<file path="src/hw/tile_pkg.sv">
package tile_pkg;

  localparam int unsigned ADDR_W = 32;
  localparam int unsigned DATA_W = 32;
  localparam int unsigned BE_W   = DATA_W / 8;
  localparam int unsigned ROW_W  = 16;  // Widest row index a bank may use

  localparam int unsigned N_BANKS_DEF = 4;
  localparam int unsigned N_WORDS_DEF = 64;

  // Address map
  localparam logic [ADDR_W-1:0] L1_BASE  = 32'h1000_0000;
  localparam logic [ADDR_W-1:0] DMA_BASE = 32'h2000_0000;
  localparam logic [ADDR_W-1:0] DMA_SIZE = 32'h0000_0010;

  // DMA register offsets inside its window
  localparam logic [3:0] REG_SRC  = 4'h0;  // Source byte address
  localparam logic [3:0] REG_DST  = 4'h4;  // Destination byte address
  localparam logic [3:0] REG_LEN  = 4'h8;  // Word count
  localparam logic [3:0] REG_CTRL = 4'hC;  // Start, direction, clear / status

  typedef enum logic [1:0] {
    TGT_L2,
    TGT_L1,
    TGT_DMA
  } target_e;

  // Interrupt vector layout
  localparam int unsigned N_IRQ         = 32;
  localparam int unsigned IRQ_DMA_START = 16;
  localparam int unsigned IRQ_DMA_BUSY  = 17;
  localparam int unsigned IRQ_DMA_DONE  = 18;
  localparam int unsigned IRQ_DMA_ERROR = 19;
  localparam logic [N_IRQ-1:0] IRQ_EXT_MASK = 32'h0000_0888;  // Lines 3, 7 and 11

  typedef logic [N_IRQ-1:0] irq_t;

  typedef struct packed {
    logic              req;
    logic              we;
    logic [BE_W-1:0]   be;
    logic [ADDR_W-1:0] addr;
    logic [DATA_W-1:0] wdata;
  } mem_req_t;

  typedef struct packed {
    logic              gnt;
    logic              rvalid;
    logic [DATA_W-1:0] rdata;
    logic              err;
  } mem_rsp_t;

  // What a single scratchpad bank sees
  typedef struct packed {
    logic              req;
    logic              we;
    logic [BE_W-1:0]   be;
    logic [ROW_W-1:0]  row;
    logic [DATA_W-1:0] wdata;
  } bank_req_t;

endpackage
</file>
<file path="src/hw/l1_interco.sv">
`timescale 1ns/1ns

module l1_interco #(
  parameter int unsigned N_BANKS = tile_pkg::N_BANKS_DEF,
  parameter int unsigned N_WORDS = tile_pkg::N_WORDS_DEF
) (
  input  logic                                    clk_i,
  input  logic                                    rst_ni,
  input  tile_pkg::mem_req_t                      host_req_i,
  output tile_pkg::mem_rsp_t                      host_rsp_o,
  input  tile_pkg::mem_req_t                      dma_req_i,
  output tile_pkg::mem_rsp_t                      dma_rsp_o,
  output tile_pkg::bank_req_t [N_BANKS-1:0]       bank_req_o,
  input  logic [N_BANKS-1:0][tile_pkg::DATA_W-1:0] bank_rdata_i
);

  localparam int unsigned BankW = $clog2(N_BANKS);
  localparam int unsigned RowW  = $clog2(N_WORDS);

  logic [BankW-1:0] host_bank, dma_bank, host_bank_q, dma_bank_q;
  tile_pkg::bank_req_t host_breq, dma_breq;
  logic host_gnt, dma_gnt, host_rv_q, dma_rv_q;

  function automatic logic [BankW-1:0] bank_of(tile_pkg::mem_req_t r);
    logic [tile_pkg::ADDR_W-1:0] off;
    off = r.addr - tile_pkg::L1_BASE;
    return off[2 +: BankW];  // Word interleaved
  endfunction

  function automatic tile_pkg::bank_req_t to_bank(tile_pkg::mem_req_t r);
    tile_pkg::bank_req_t b;
    logic [tile_pkg::ADDR_W-1:0] off;
    off = r.addr - tile_pkg::L1_BASE;
    b = '0;
    b.req = r.req;
    b.we = r.we;
    b.be = r.be;
    b.wdata = r.wdata;
    b.row[RowW-1:0] = off[2+BankW +: RowW];  // Row from bits above the bank index
    return b;
  endfunction

  assign host_bank = bank_of(host_req_i);
  assign dma_bank  = bank_of(dma_req_i);
  assign host_breq = to_bank(host_req_i);
  assign dma_breq  = to_bank(dma_req_i);

  // Host always wins a shared bank
  assign host_gnt = host_req_i.req;
  assign dma_gnt  = dma_req_i.req && !(host_req_i.req && host_bank == dma_bank);

  always_comb begin
    for (int b = 0; b < N_BANKS; b++) begin
      bank_req_o[b] = '0;
      if (host_gnt && host_bank == BankW'(b))
        bank_req_o[b] = host_breq;
      else if (dma_gnt && dma_bank == BankW'(b))
        bank_req_o[b] = dma_breq;
    end
  end

  always_ff @(posedge clk_i or negedge rst_ni) begin
    if (!rst_ni) begin
      host_rv_q   <= 1'b0;
      dma_rv_q    <= 1'b0;
      host_bank_q <= '0;
      dma_bank_q  <= '0;
    end else begin
      host_rv_q   <= host_gnt;
      dma_rv_q    <= dma_gnt;
      host_bank_q <= host_bank;  // Selects rdata next cycle
      dma_bank_q  <= dma_bank;
    end
  end

  assign host_rsp_o = '{gnt: host_gnt, rvalid: host_rv_q,
                        rdata: bank_rdata_i[host_bank_q], err: 1'b0};
  assign dma_rsp_o  = '{gnt: dma_gnt, rvalid: dma_rv_q,
                        rdata: bank_rdata_i[dma_bank_q], err: 1'b0};

endmodule

</file>
<file path="config.mk">
export PLATFORM = sky130hd
export DESIGN_NAME = l1_interco
export DESIGN_NICKNAME = d
export VERILOG_FILES = /design/src/hw/tile_pkg.sv /design/src/hw/l1_interco.sv
export SDC_FILE = /design/constraint.sdc
export NUM_CORES = 1
export LEC_CHECK = 0
export BUFFER_PORTS_ARGS = -buffer_cell sky130_fd_sc_hd__buf_4
export CORE_AREA = 8 8 213 215
export DETAILED_ROUTE_END_ITERATION = 6
export DIE_AREA = 0 0 221 223
export SLEW_MARGIN = 20
export SYNTH_ARGS = -nofsm -noshare
export SYNTH_HDL_FRONTEND = slang
export SYNTH_SLANG_ARGS = --single-unit
export TNS_END_PERCENT = 1
</file>
<file path="constraint.sdc">
create_clock -name clk_i -period 4.4 [get_ports clk_i]
set_input_delay 0.88 -clock clk_i [delete_from_list [all_inputs] [get_ports clk_i]]
set_output_delay 0.88 -clock clk_i [all_outputs]
set_load 0.05 [all_outputs]
</file>
### Word-level counts from Yosys, hierarchy flattened

Cells that the tools add are included.

| operators by class | value |
|---|---|
| eq/ne operators | 7 |
| multiplexer cells | 12 |
| $add $sub $neg | 2 |
| magnitude comparators | 2 |
| reduce and logical (&&, ||, !) cells | 13 |

Operators with widths:

| operator | number |
|---|---|
| $mux W54 | 8 |
| $bmux W32 S2 | 2 |
| $mux W32 | 2 |
| $sub A10 B1 Y10 const B | 2 |
| $logic_and A1 B1 Y1 | 10 |
| $eq A2 B2 Y1 const B | 4 |
| $lt A2 B3 Y1 const B | 2 |
| $eq A2 B1 Y1 const B | 2 |
| $logic_not A2 Y1 | 2 |
| $eq A2 B2 Y1 | 1 |
| $logic_not A1 Y1 | 1 |

| word-level totals | value |
|---|---|
| flip-flop bits (word level) | 6 |
| logic and storage cells | 40 |
| bits of input ports | 270 |
| output and inout bits | 286 |

### Depth between registers and ports, before layout

Gate-level depths: netlist (run 1).

| depth | value |
|---|---|
| word-level depth | 8 |
| depth in mapped cells | 5 |
| gate-level depth less buffers | 2 |

### Worst setup path before layout (run 1)

OpenSTA, ideal clock, no wires.

| timing | value |
|---|---|
| path kind | input port to output port |
| start | input host_req_i[69] (netlist name) |
| end | output bank_req_o[58] (netlist name) |
| path buffers | 3 |
| path slack | 0.734 ns |
| data arrival time | 2.786 ns |
| stages | 5 |
| required time | 3.520 ns |
| cells stage by stage | buf_2 > and3b_1 > clkbuf_1 > clkbuf_1 > o31ai_1 |

RTL lines:

| element | line | text |
|---|---|---|
| from (decl) | l1_interco.sv:9 | `input tile_pkg::mem_req_t host_req_i,` |
| to (decl) | l1_interco.sv:13 | `output tile_pkg::bank_req_t [N_BANKS-1:0] bank_req_o,` |

==> metrics.log, run 1 <==
INFO  metric outcome = completed
INFO  metric post_synth_inst_count = 624
INFO  metric grt_max_degree = 89
INFO  metric hpwl = 30600 um
INFO  metric final.setup.worst_slack = 0.778 ns
INFO  metric postSynth.asyncResetShare = 1.00
INFO  metric netlist_top_cells_area = sky130_fd_sc_hd__mux4_2 24%, sky130_fd_sc_hd__o31ai_1 11%, sky130_fd_sc_hd__mux2_4 9.8%, sky130_fd_sc_hd__mux2_1 8.3%, sky130_fd_sc_hd__and4b_1 7.2%
INFO  metric max_stage_delay = 0.63 ns
INFO  metric detail_route.first_pass.iterations = 5
INFO  metric grt_setup_unrepaired = no
INFO  metric seq_area = 158 um^2
INFO  metric worst-endpoint-arrival = 2.74 ns
INFO  metric yosysTopAreaCellShare = 0.242
INFO  metric report.final.hold_viol_count = 0
INFO  metric num-fill-cells = 4637
INFO  metric num_io_pins = 556
INFO  metric synth-seq-cells = 6
INFO  metric timing.slew.headroom = 0.372
INFO  metric pre_cts_slack = 0.786 ns
INFO  metric cts-root-to-sink-buffers = 2
INFO  metric timing.critical_path.max_delay_family = buffers and inverters
INFO  metric chipWidth = 221 um
INFO  metric finish.net_count = 1277
INFO  metric groute.usage.overall = 0.143
INFO  metric post_cts.resized_instances = 0
INFO  metric final_period_minus_worst_setup_slack = 3.62 ns
INFO  metric first_iter_violations = 404
INFO  metric multi_input_comb_area = 5130 um^2
INFO  metric drive_above_1_share = 0.602
INFO  metric clkTransAtPathRegs = 0.04 ns
INFO  metric fmax = 276 MHz
INFO  metric via_count = 7397
INFO  metric fp.dieArea = 49300 um^2
INFO  metric htreeDepth = 1
INFO  metric initial_core_util = 0.141
INFO  metric wl_per_cell = 24.7 um
INFO  metric standard_cell_rows = 76
INFO  metric root_buffer = sky130_fd_sc_hd__clkbuf_16
INFO  metric grt-ovfl-total = 0
INFO  metric gp_congestion = 0.885
INFO  metric tightest_pin_transition = 0.942 ns
INFO  metric post_cts_buffers = 0
INFO  metric core_region_area = 42300 um^2
INFO  metric syn_area = 5950 um^2
INFO  metric synth_area_per_cell = 9.54 um^2
INFO  metric numClockSinks = 6
INFO  metric timing.final.max_slew_violations = 0
INFO  metric post_synthesis_cell_type_count = 28
INFO  metric worst-setup-path-type = input pin to output port
INFO  metric number_of_antenna_violations_at_the_first_check_in_global_routing = 2
INFO  metric numPortBuffers = 465
INFO  metric leakage_power = 4.54 nW
INFO  metric die_y = 223 um
INFO  metric synth-edff-count = 0
INFO  metric ir_worst_vdd = 110 uV
INFO  metric crit_path_max_fanout = 31
INFO  metric warning_count_from_the_yosys_run = 0
INFO  metric drt-vias-per-instance = 4.76
INFO  metric worst-path-buf-inv = 3
INFO  metric holdBufCountCts = 0
INFO  metric setup.worst_path.end_class = output port
INFO  metric route.antenna.remaining_nets = 0
INFO  metric critical_path.cell_chain = buf_4 > or3b_4 > buf_12 > mux2_1 > buf_4
INFO  metric synth_seq_area_share = 0.0252
INFO  metric path_common_cell = sky130_fd_sc_hd__buf_4
INFO  metric drc = 0
INFO  metric cts_made_buffers = 3
INFO  metric setup_total_negative_slack = 0 ns
INFO  metric cts_tree = yes
INFO  metric first_pass_grt_wire_length = 54400 um
INFO  metric timing.final.crit_share = 0.823
INFO  metric timing.max_cap.violations = 0
INFO  metric dominant_register_cell_in_the_synthesized_netlist = sky130_fd_sc_hd__dfrtp_1
INFO  metric holdCritPathClass = input pin to asynchronous set/reset pin
INFO  metric cp.required = 3.52 ns
INFO  metric critical_path_launch_point_type = input pin
INFO  metric yosysTopAreaCell = sky130_fd_sc_hd__mux4_2
INFO  metric wirelength = 38400 um
INFO  metric syn_to_final_growth = 64.0%
INFO  metric critical-path-slowest-cell = sky130_fd_sc_hd__or3b_4
INFO  metric powerDensity = 179 nW/um^2
INFO  metric report.final.setup_viol = 0
INFO  metric number_of_global_route_vias_before_repair = 7596
[path summary, 6_finish.rpt]
check	startpoint	to	slack [ns]	cells past startpoint
min in group clk_i	host_req_i[35]	host_bank_q[1]	1.34	2
hold / removal	rst_ni	dma_bank_q[0]	0.45	1
max in group asynchronous	rst_ni	host_bank_q[0]	3.82	1
setup / recovery	host_req_i[69]	bank_req_o[1]	0.78	5
[layer usage]
metal / GRT usage / part of all wire / vias up
li1: - / - / 3270
met1: 0.160 / 0.39 / 3674
met2: 0.267 / 0.52 / 418
met3: 0.0436 / 0.079 / 31
met4: 0.0248 / 0.016 / 4
met5: 0 / 0.00070 / -
[layout make-up]
type	count	area share
diodes	1	0.000256
flip-flops and latches	6	0.0161
clock buffers	4	0.00807
inverters	2	0.000769
well taps	546	0.0700
multi-input cells	506	0.526
repair buffers	488	0.379
[power by group]
group          internal, W   total, W  leakage [nW]  switching (W)
sequential       0.0000590  0.0000770        0.0684      0.0000181
clock             0.000120   0.000152        0.0382      0.0000314
combinational     0.000513    0.00151          4.43        0.00100
total             0.000692    0.00174          4.54        0.00105
[cells in the mapped netlist, types with 2 or more instances]
cell	number
sky130_fd_sc_hd__and3b_1	2
sky130_fd_sc_hd__and4b_1	43
sky130_fd_sc_hd__buf_1	12
sky130_fd_sc_hd__buf_2	21
sky130_fd_sc_hd__buf_4	47
sky130_fd_sc_hd__buf_6	2
sky130_fd_sc_hd__buf_8	4
sky130_fd_sc_hd__clkbuf_1	65
sky130_fd_sc_hd__dfrtp_1	6
sky130_fd_sc_hd__mux2_1	44
sky130_fd_sc_hd__mux2_2	3
sky130_fd_sc_hd__mux2_4	39
sky130_fd_sc_hd__mux4_2	64
sky130_fd_sc_hd__nand2_1	44
sky130_fd_sc_hd__nand4_1	43
sky130_fd_sc_hd__nand4b_1	43
sky130_fd_sc_hd__nor4bb_1	43
sky130_fd_sc_hd__o21bai_1	3
sky130_fd_sc_hd__o31ai_1	86
sky130_fd_sc_hd__xnor2_1	2
[registers in the layout, summed over array words and instances, names as in the netlist]
register,cells
dma_rv_q,1
dma_bank_q,2
host_rv_q,1
host_bank_q,2
[per-stage QoR]
stage / power, W / hold WS [ns] / instances / util / instance area (um^2)
after floorplan: 0.00106 / 0.584 / 665 / - / 6110
after global placement: 0.00160 / 0.687 / 1548 / 0.229 / 9680
after detailed placement: 0.00160 / 0.690 / 1548 / 0.229 / 9680
after CTS: 0.00176 / 0.453 / 1552 / 0.231 / 9760
after global routing: 0.00181 / 0.455 / 1552 / 0.231 / 9760
final: 0.00174 / 0.453 / 1553 / 0.231 / 9760
[placed cells by master (no fill, tap or decap), types with 2 or more instances in the layout]
master and instances:
sky130_fd_sc_hd__xnor2_1 2, sky130_fd_sc_hd__and3b_2 2, sky130_fd_sc_hd__nor4bb_1 43, sky130_fd_sc_hd__dfrtp_4 2
sky130_fd_sc_hd__nand4_1 43, sky130_fd_sc_hd__and4b_1 43, sky130_fd_sc_hd__mux2_1 44, sky130_fd_sc_hd__mux4_2 64
sky130_fd_sc_hd__conb_1 42, sky130_fd_sc_hd__o31ai_1 86, sky130_fd_sc_hd__buf_4 485, sky130_fd_sc_hd__clkbuf_16 3
sky130_fd_sc_hd__mux2_2 3, sky130_fd_sc_hd__nand2_1 43, sky130_fd_sc_hd__nand4b_1 43, sky130_fd_sc_hd__o21bai_1 3
sky130_fd_sc_hd__buf_12 3, sky130_fd_sc_hd__mux2_4 39, sky130_fd_sc_hd__dfrtp_1 4
[cell families after synthesis]
logic type	count (synthesis)	synth area share
compound gates	91	0.114
other cells	1	0.000630
mux	150	0.429
flops	6	0.0252
xor+xnor	2	0.00294
buf+inv	153	0.141
simple gates	221	0.287
Power figures use the tool's default switching activity.
==> inputs of run 2 (changes only) <==
--- a/config.mk
+++ b/config.mk
@@ -5,10 +5,11 @@
 export SDC_FILE = /design/constraint.sdc
 export NUM_CORES = 1
 export LEC_CHECK = 0
+export ABC_AREA = 1
 export BUFFER_PORTS_ARGS = -buffer_cell sky130_fd_sc_hd__buf_4
-export CORE_AREA = 8 8 213 215
+export CORE_AREA = 8 8 210 212
 export DETAILED_ROUTE_END_ITERATION = 6
-export DIE_AREA = 0 0 221 223
+export DIE_AREA = 0 0 218 220
 export SLEW_MARGIN = 20
 export SYNTH_ARGS = -nofsm -noshare
 export SYNTH_HDL_FRONTEND = slang
==> constraint.sdc (replaced) <==
create_clock -name clk_i -period 3.25 [get_ports clk_i]
set_input_delay 0.65 -clock clk_i [delete_from_list [all_inputs] [get_ports clk_i]]
set_output_delay 0.65 -clock clk_i [all_outputs]
set_load 0.05 [all_outputs]
==> metrics.log, run 2 <==
INFO  metric holdBufCountCts = 0
INFO  metric met1_track_usage_gr = 0.154
INFO  metric initial_core_util = 0.127
INFO  metric groute.usage.overall = 0.137
INFO  metric final.setup.worst_slack = 0.405 ns
INFO  metric final_cell_area = 9000 um^2
INFO  metric use_met2 = 0.246
INFO  metric yosysTopAreaCell = sky130_fd_sc_hd__nand2_1
INFO  metric clkTransAtPathRegs = 0.03 ns
INFO  metric postSynth.asyncResetShare = 1.00
INFO  metric post_synthesis_cell_type_count = 22
INFO  metric leakage_power = 4.72 nW
INFO  metric cp.required = 2.60 ns
INFO  metric via_count = 9109
INFO  metric timing.max_cap.violations = 0
INFO  metric post_synth_inst_count = 1038
INFO  metric root_buffer = sky130_fd_sc_hd__clkbuf_16
INFO  metric fmax = 351 MHz
INFO  metric synth_area_per_cell = 4.95 um^2
INFO  metric worst-setup-path-type = flop to output port
INFO  metric grt_setup_unrepaired = no
INFO  metric report.final.hold_viol_count = 0
INFO  metric pre_cts_slack = 0.465 ns
INFO  metric netlist_top_cells_area = sky130_fd_sc_hd__nand2_1 26%, sky130_fd_sc_hd__nand4_1 21%, sky130_fd_sc_hd__o21ai_0 13%, sky130_fd_sc_hd__nor2_1 9.4%, sky130_fd_sc_hd__o22ai_1 7.8%
INFO  metric leading_cell_type_in_the_layout_fill_and_taps_excluded = sky130_fd_sc_hd__buf_4
INFO  metric warning_count_from_the_yosys_run = 0
INFO  metric worst-endpoint-arrival = 2.20 ns
INFO  metric timing.slew.headroom = 0.428
INFO  metric number_of_global_route_vias_before_repair = 8694
INFO  metric globalRouteMet3Util = 0.0388
INFO  metric synth_seq_area_share = 0.0292
INFO  metric report.final.setup_viol = 0
INFO  metric globalRoute.busiestLayer = met2
INFO  metric grt-ovfl-total = 0
INFO  metric timing.final.max_slew_violations = 0
INFO  metric wirelength = 37200 um
INFO  metric chipWidth = 218 um
INFO  metric htreeDepth = 1
INFO  metric top_count_cell_post_synth = sky130_fd_sc_hd__nand2_1
INFO  metric synth_commonest_cells = 353 x sky130_fd_sc_hd__nand2_1, 172 x sky130_fd_sc_hd__nand4_1, 130 x sky130_fd_sc_hd__o21ai_0
INFO  metric dominant_register_cell_in_the_synthesized_netlist = sky130_fd_sc_hd__dfrtp_1
INFO  metric num_io_pins = 556
INFO  metric critical_path_launch_point_type = flop
INFO  metric synth-seq-cells = 6
INFO  metric post_cts.resized_instances = 0
INFO  metric yosysTopAreaCellShare = 0.258
INFO  metric drt-vias-per-instance = 4.69
INFO  metric layout.cells.most_common_list = 472 x sky130_fd_sc_hd__buf_4, 353 x sky130_fd_sc_hd__nand2_1, 172 x sky130_fd_sc_hd__nand4_1
INFO  metric syn_area = 5140 um^2
INFO  metric die_y = 220 um
INFO  metric core_region_area = 40600 um^2
INFO  metric numClockSinks = 6
INFO  metric synth-edff-count = 0
INFO  metric finish.net_count = 1684
INFO  metric fp.dieArea = 48000 um^2
INFO  metric standard_cell_rows = 74
INFO  metric route.antenna.remaining_nets = 0
INFO  metric outcome = completed
INFO  metric crit_path_max_fanout = 34
INFO  metric wl_per_cell = 19.1 um
INFO  metric gp_congestion = 0.849
INFO  metric timing.final.crit_share = 0.876
INFO  metric ir_worst_vdd = 137 uV
INFO  metric numPortBuffers = 465
INFO  metric setup.worst_path.end_class = output port
INFO  metric cts-root-to-sink-buffers = 2
INFO  metric hpwl = 28300 um
INFO  metric placed_area = 8920 um^2
INFO  metric syn_to_final_growth = 74.9%
INFO  metric drc = 0
INFO  metric holdCritPathClass = input pin to asynchronous set/reset pin
INFO  metric insertedDiodeCount = 0
INFO  metric first_iter_violations = 823
INFO  metric cts_made_buffers = 3
INFO  metric first_pass_grt_wire_length = 52800 um
INFO  metric layout_cells_excl_fill = 1944
INFO  metric largest_registers = dma_bank_q x2, host_bank_q x2
INFO  metric powerDensity = 250 nW/um^2
INFO  metric grt_max_degree = 98
INFO  metric numPlacedInstances = 1941
INFO  metric drive_above_1_share = 0.356
INFO  metric number_of_antenna_violations_at_the_first_check_in_global_routing = 0
INFO  metric cts_tree = yes
INFO  metric detail_route.first_pass.iterations = 6
INFO  metric setup_total_negative_slack = 0 ns
INFO  metric tightest_pin_transition = 0.852 ns
INFO  metric final_period_minus_worst_setup_slack = 2.85 ns
INFO  metric post_cts_buffers = 0
## run 2: cell count changes in the layout (fill, tap and decap cells not counted), sizes merged, moves of 64 or more
cell and delta:
nand2 +310, o21ai +129, mux2 -86, nor2 +135
mux4 -64, o31ai -86, nand4 +129, o22ai +64
## run 2: worst paths after layout
kind | start | to | slack, ns
min in group clk_i | host_req_i[69] | host_rv_q | 0.62
min | rst_ni | dma_rv_q | 0.23
max in group asynchronous | rst_ni | host_bank_q[0] | 2.88
max | dma_bank_q[0] | dma_rsp_o[1] | 0.40
## run 2: cells by family after synthesis
group / share of synthesized area
and+or+nand+nor: 0.579
AOI/OAI and AO/OA: 0.206
buffers and inverters: 0.186
DFF: 0.0292
other: 0.000729
## run 2: final cells by class
class	instances	area (um^2)
clock buffers	3	75.1
fillers	4639	31600
inverters	13	48.8
multi-input cells	904	4230
flip-flops and latches	6	153
well taps	532	666
repair buffers	486	3820
## run 2: critical path, stage by stage (launching register included)
cell and delay, ns:
sky130_fd_sc_hd__dfrtp_2 0.34, sky130_fd_sc_hd__clkinv_1 0.66, sky130_fd_sc_hd__buf_12 0.45, sky130_fd_sc_hd__o21ai_0 0.19
sky130_fd_sc_hd__o22ai_1 0.10, sky130_fd_sc_hd__buf_4 0.20
## run 2: routing by layer
layer / share of wire / up-vias / wire length (um)
met3: 0.11 / 47 / 4080
met2: 0.49 / 551 / 18400
met1: 0.37 / 4240 / 13700
met5: 0 / - / 0
li1: - / 4271 / -
met4: 0.027 / 0 / 994
## run 2: power breakdown
part	internal, W	switching [W]
Sequential	0.0000795	0.00000353
Combinational	0.000576	0.00140
Clock	0.000157	0.0000371
## run 2: stage by stage
step	utilization	hold slack [ns]	total power (W)
4_1_cts	0.222	0.235	0.00226
2_1_floorplan	-	0.354	0.00133
5_1_grt	0.222	0.236	0.00236
3_3_place_gp	0.220	0.473	0.00204
3_5_place_dp	0.220	0.474	0.00206
6_report	0.222	0.232	0.00225
==> inputs of run 3 (changes only) <==
--- a/config.mk
+++ b/config.mk
@@ -8,6 +8,7 @@
 export ABC_AREA = 1
 export BUFFER_PORTS_ARGS = -buffer_cell sky130_fd_sc_hd__buf_4
 export CORE_AREA = 8 8 210 212
+export CTS_BUF_LIST = sky130_fd_sc_hd__clkbuf_4
 export DETAILED_ROUTE_END_ITERATION = 6
 export DIE_AREA = 0 0 218 220
 export SLEW_MARGIN = 20
==> metrics.log, run 3 (same netlist as run 2, synthesis figures left out) <==
INFO  metric outcome = completed
INFO  metric root_buffer = sky130_fd_sc_hd__clkbuf_4
INFO  metric syn_to_final_growth = 74.0%
INFO  metric setup_total_negative_slack = 0 ns
INFO  metric drc = 0
INFO  metric placed_area = 8920 um^2
INFO  metric post_cts_buffers = 0
INFO  metric initial_core_util = 0.127
INFO  metric post_cts.resized_instances = 0
INFO  metric timing.final.crit_share = 0.894
INFO  metric grt-ovfl-total = 0
INFO  metric final_period_minus_worst_setup_slack = 2.90 ns
INFO  metric first_iter_violations = 932
INFO  metric pre_cts_slack = 0.465 ns
INFO  metric numClockSinks = 6
INFO  metric hpwl = 28300 um
INFO  metric crit_path_max_fanout = 34
INFO  metric timing.final.max_slew_violations = 0
INFO  metric chipWidth = 218 um
INFO  metric fp.dieArea = 48000 um^2
INFO  metric critical_path.cell_chain = clkinv_1 > buf_12 > o21ai_0 > o22ai_1 > buf_4
INFO  metric route.antenna.remaining_nets = 0
INFO  metric final.setup.worst_slack = 0.346 ns
INFO  metric final_cell_area = 8950 um^2
INFO  metric timing.max_cap.violations = 0
INFO  metric leakage_power = 4.70 nW
INFO  metric die_y = 220 um
INFO  metric ir_worst_vdd = 83.9 uV
INFO  metric htreeDepth = 1
INFO  metric report.final.setup_viol = 0
INFO  metric drive_above_1_share = 0.356
INFO  metric via_count = 9112
INFO  metric grt_max_degree = 98
INFO  metric numPortBuffers = 465
INFO  metric cts-root-to-sink-buffers = 2
INFO  metric total_power = 0.00212 W
INFO  metric finish.net_count = 1684
INFO  metric number_of_antenna_violations_at_the_first_check_in_global_routing = 1
INFO  metric num_io_pins = 556
INFO  metric detail_route.first_pass.iterations = 5
INFO  metric layout.cells.most_common_list = 472 x sky130_fd_sc_hd__buf_4, 353 x sky130_fd_sc_hd__nand2_1, 172 x sky130_fd_sc_hd__nand4_1
INFO  metric leading_cell_type_in_the_layout_fill_and_taps_excluded = sky130_fd_sc_hd__buf_4
INFO  metric report.final.hold_viol_count = 0
INFO  metric standard_cell_rows = 74
INFO  metric cts_tree = yes
INFO  metric critical_path_launch_point_type = flop
INFO  metric wirelength = 37000 um
INFO  metric worst-endpoint-arrival = 2.25 ns
INFO  metric number_of_global_route_vias_before_repair = 8712
INFO  metric wl_per_cell = 19.0 um
INFO  metric worst-setup-path-type = flop to output port
INFO  metric first_pass_grt_wire_length = 52800 um
INFO  metric cp.required = 2.60 ns
INFO  metric timing.critical_path.max_delay_family = buffers and inverters
INFO  metric cts_made_buffers = 3
INFO  metric worst-path-buf-inv = 3
INFO  metric largest_registers = dma_bank_q x2, host_bank_q x2
INFO  metric groute.usage.overall = 0.136
INFO  metric grt_setup_unrepaired = no
INFO  metric holdBufCountCts = 0
INFO  metric setup.worst_path.end_class = output port
INFO  metric drt-vias-per-instance = 4.68
INFO  metric critical-path-slowest-cell = sky130_fd_sc_hd__clkinv_1
INFO  metric powerDensity = 237 nW/um^2
INFO  metric tightest_pin_transition = 0.870 ns
INFO  metric gp_congestion = 0.849
INFO  metric holdCritPathClass = input pin to asynchronous set/reset pin
INFO  metric core_region_area = 40600 um^2
INFO  metric clkTransAtPathRegs = 0.04 ns
INFO  metric max_stage_delay = 0.68 ns
INFO  metric fmax = 344 MHz
INFO  metric timing.slew.headroom = 0.416
==> run 3: metrics by stage <==
| stage | util | std cells | hold slack, ns |
|---|---|---|---|
| final | 0.221 | 1945 | 0.219 |
| after global routing | 0.221 | 1945 | 0.210 |
| after CTS | 0.221 | 1944 | 0.209 |
| after detailed placement | 0.220 | 1941 | 0.474 |
| after global placement | 0.220 | 1941 | 0.473 |
| after floorplan | - | 1079 | 0.354 |
==> run 3: worst max path at each step <==
stage / start / end / slack [ns] / cells past startpoint
after CTS: dma_bank_q[0] / dma_rsp_o[1] / 0.39 / 5
after global routing: dma_bank_q[0] / dma_rsp_o[15] / 0.22 / 5
after detailed placement: host_req_i[34] / bank_req_o[108] / 0.47 / 10
final: dma_bank_q[0] / dma_rsp_o[26] / 0.35 / 5
after floorplan: host_req_i[69] / bank_req_o[161] / 0.75 / 2
after global placement: host_req_i[34] / bank_req_o[161] / 0.43 / 10
==> run 3: cell type report <==
cell class | instances | area [um^2]
timing repair buffer | 486 | 3820
sequential | 6 | 153
clock buffer | 3 | 22.5
fill | 4645 | 31600
tap | 532 | 666
antenna | 1 | 2.50
multi-input combinational | 904 | 4230
inverter | 13 | 48.8
==> run 3: power breakdown <==
group | internal, W | switching [W] | total [W] | leakage, nW
Sequential | 0.0000793 | 0.00000369 | 0.0000830 | 0.0683
Combinational | 0.000576 | 0.00139 | 0.00197 | 4.62
Clock | 0.0000415 | 0.0000235 | 0.0000651 | 0.0138
==> run 3: per-layer routing <==
layer	wire length (um)	global-route usage	part of all wire
met5	0	0	0
met1	13800	0.153	0.37
met4	919	0.0412	0.025
met3	4020	0.0391	0.11
met2	18300	0.247	0.49
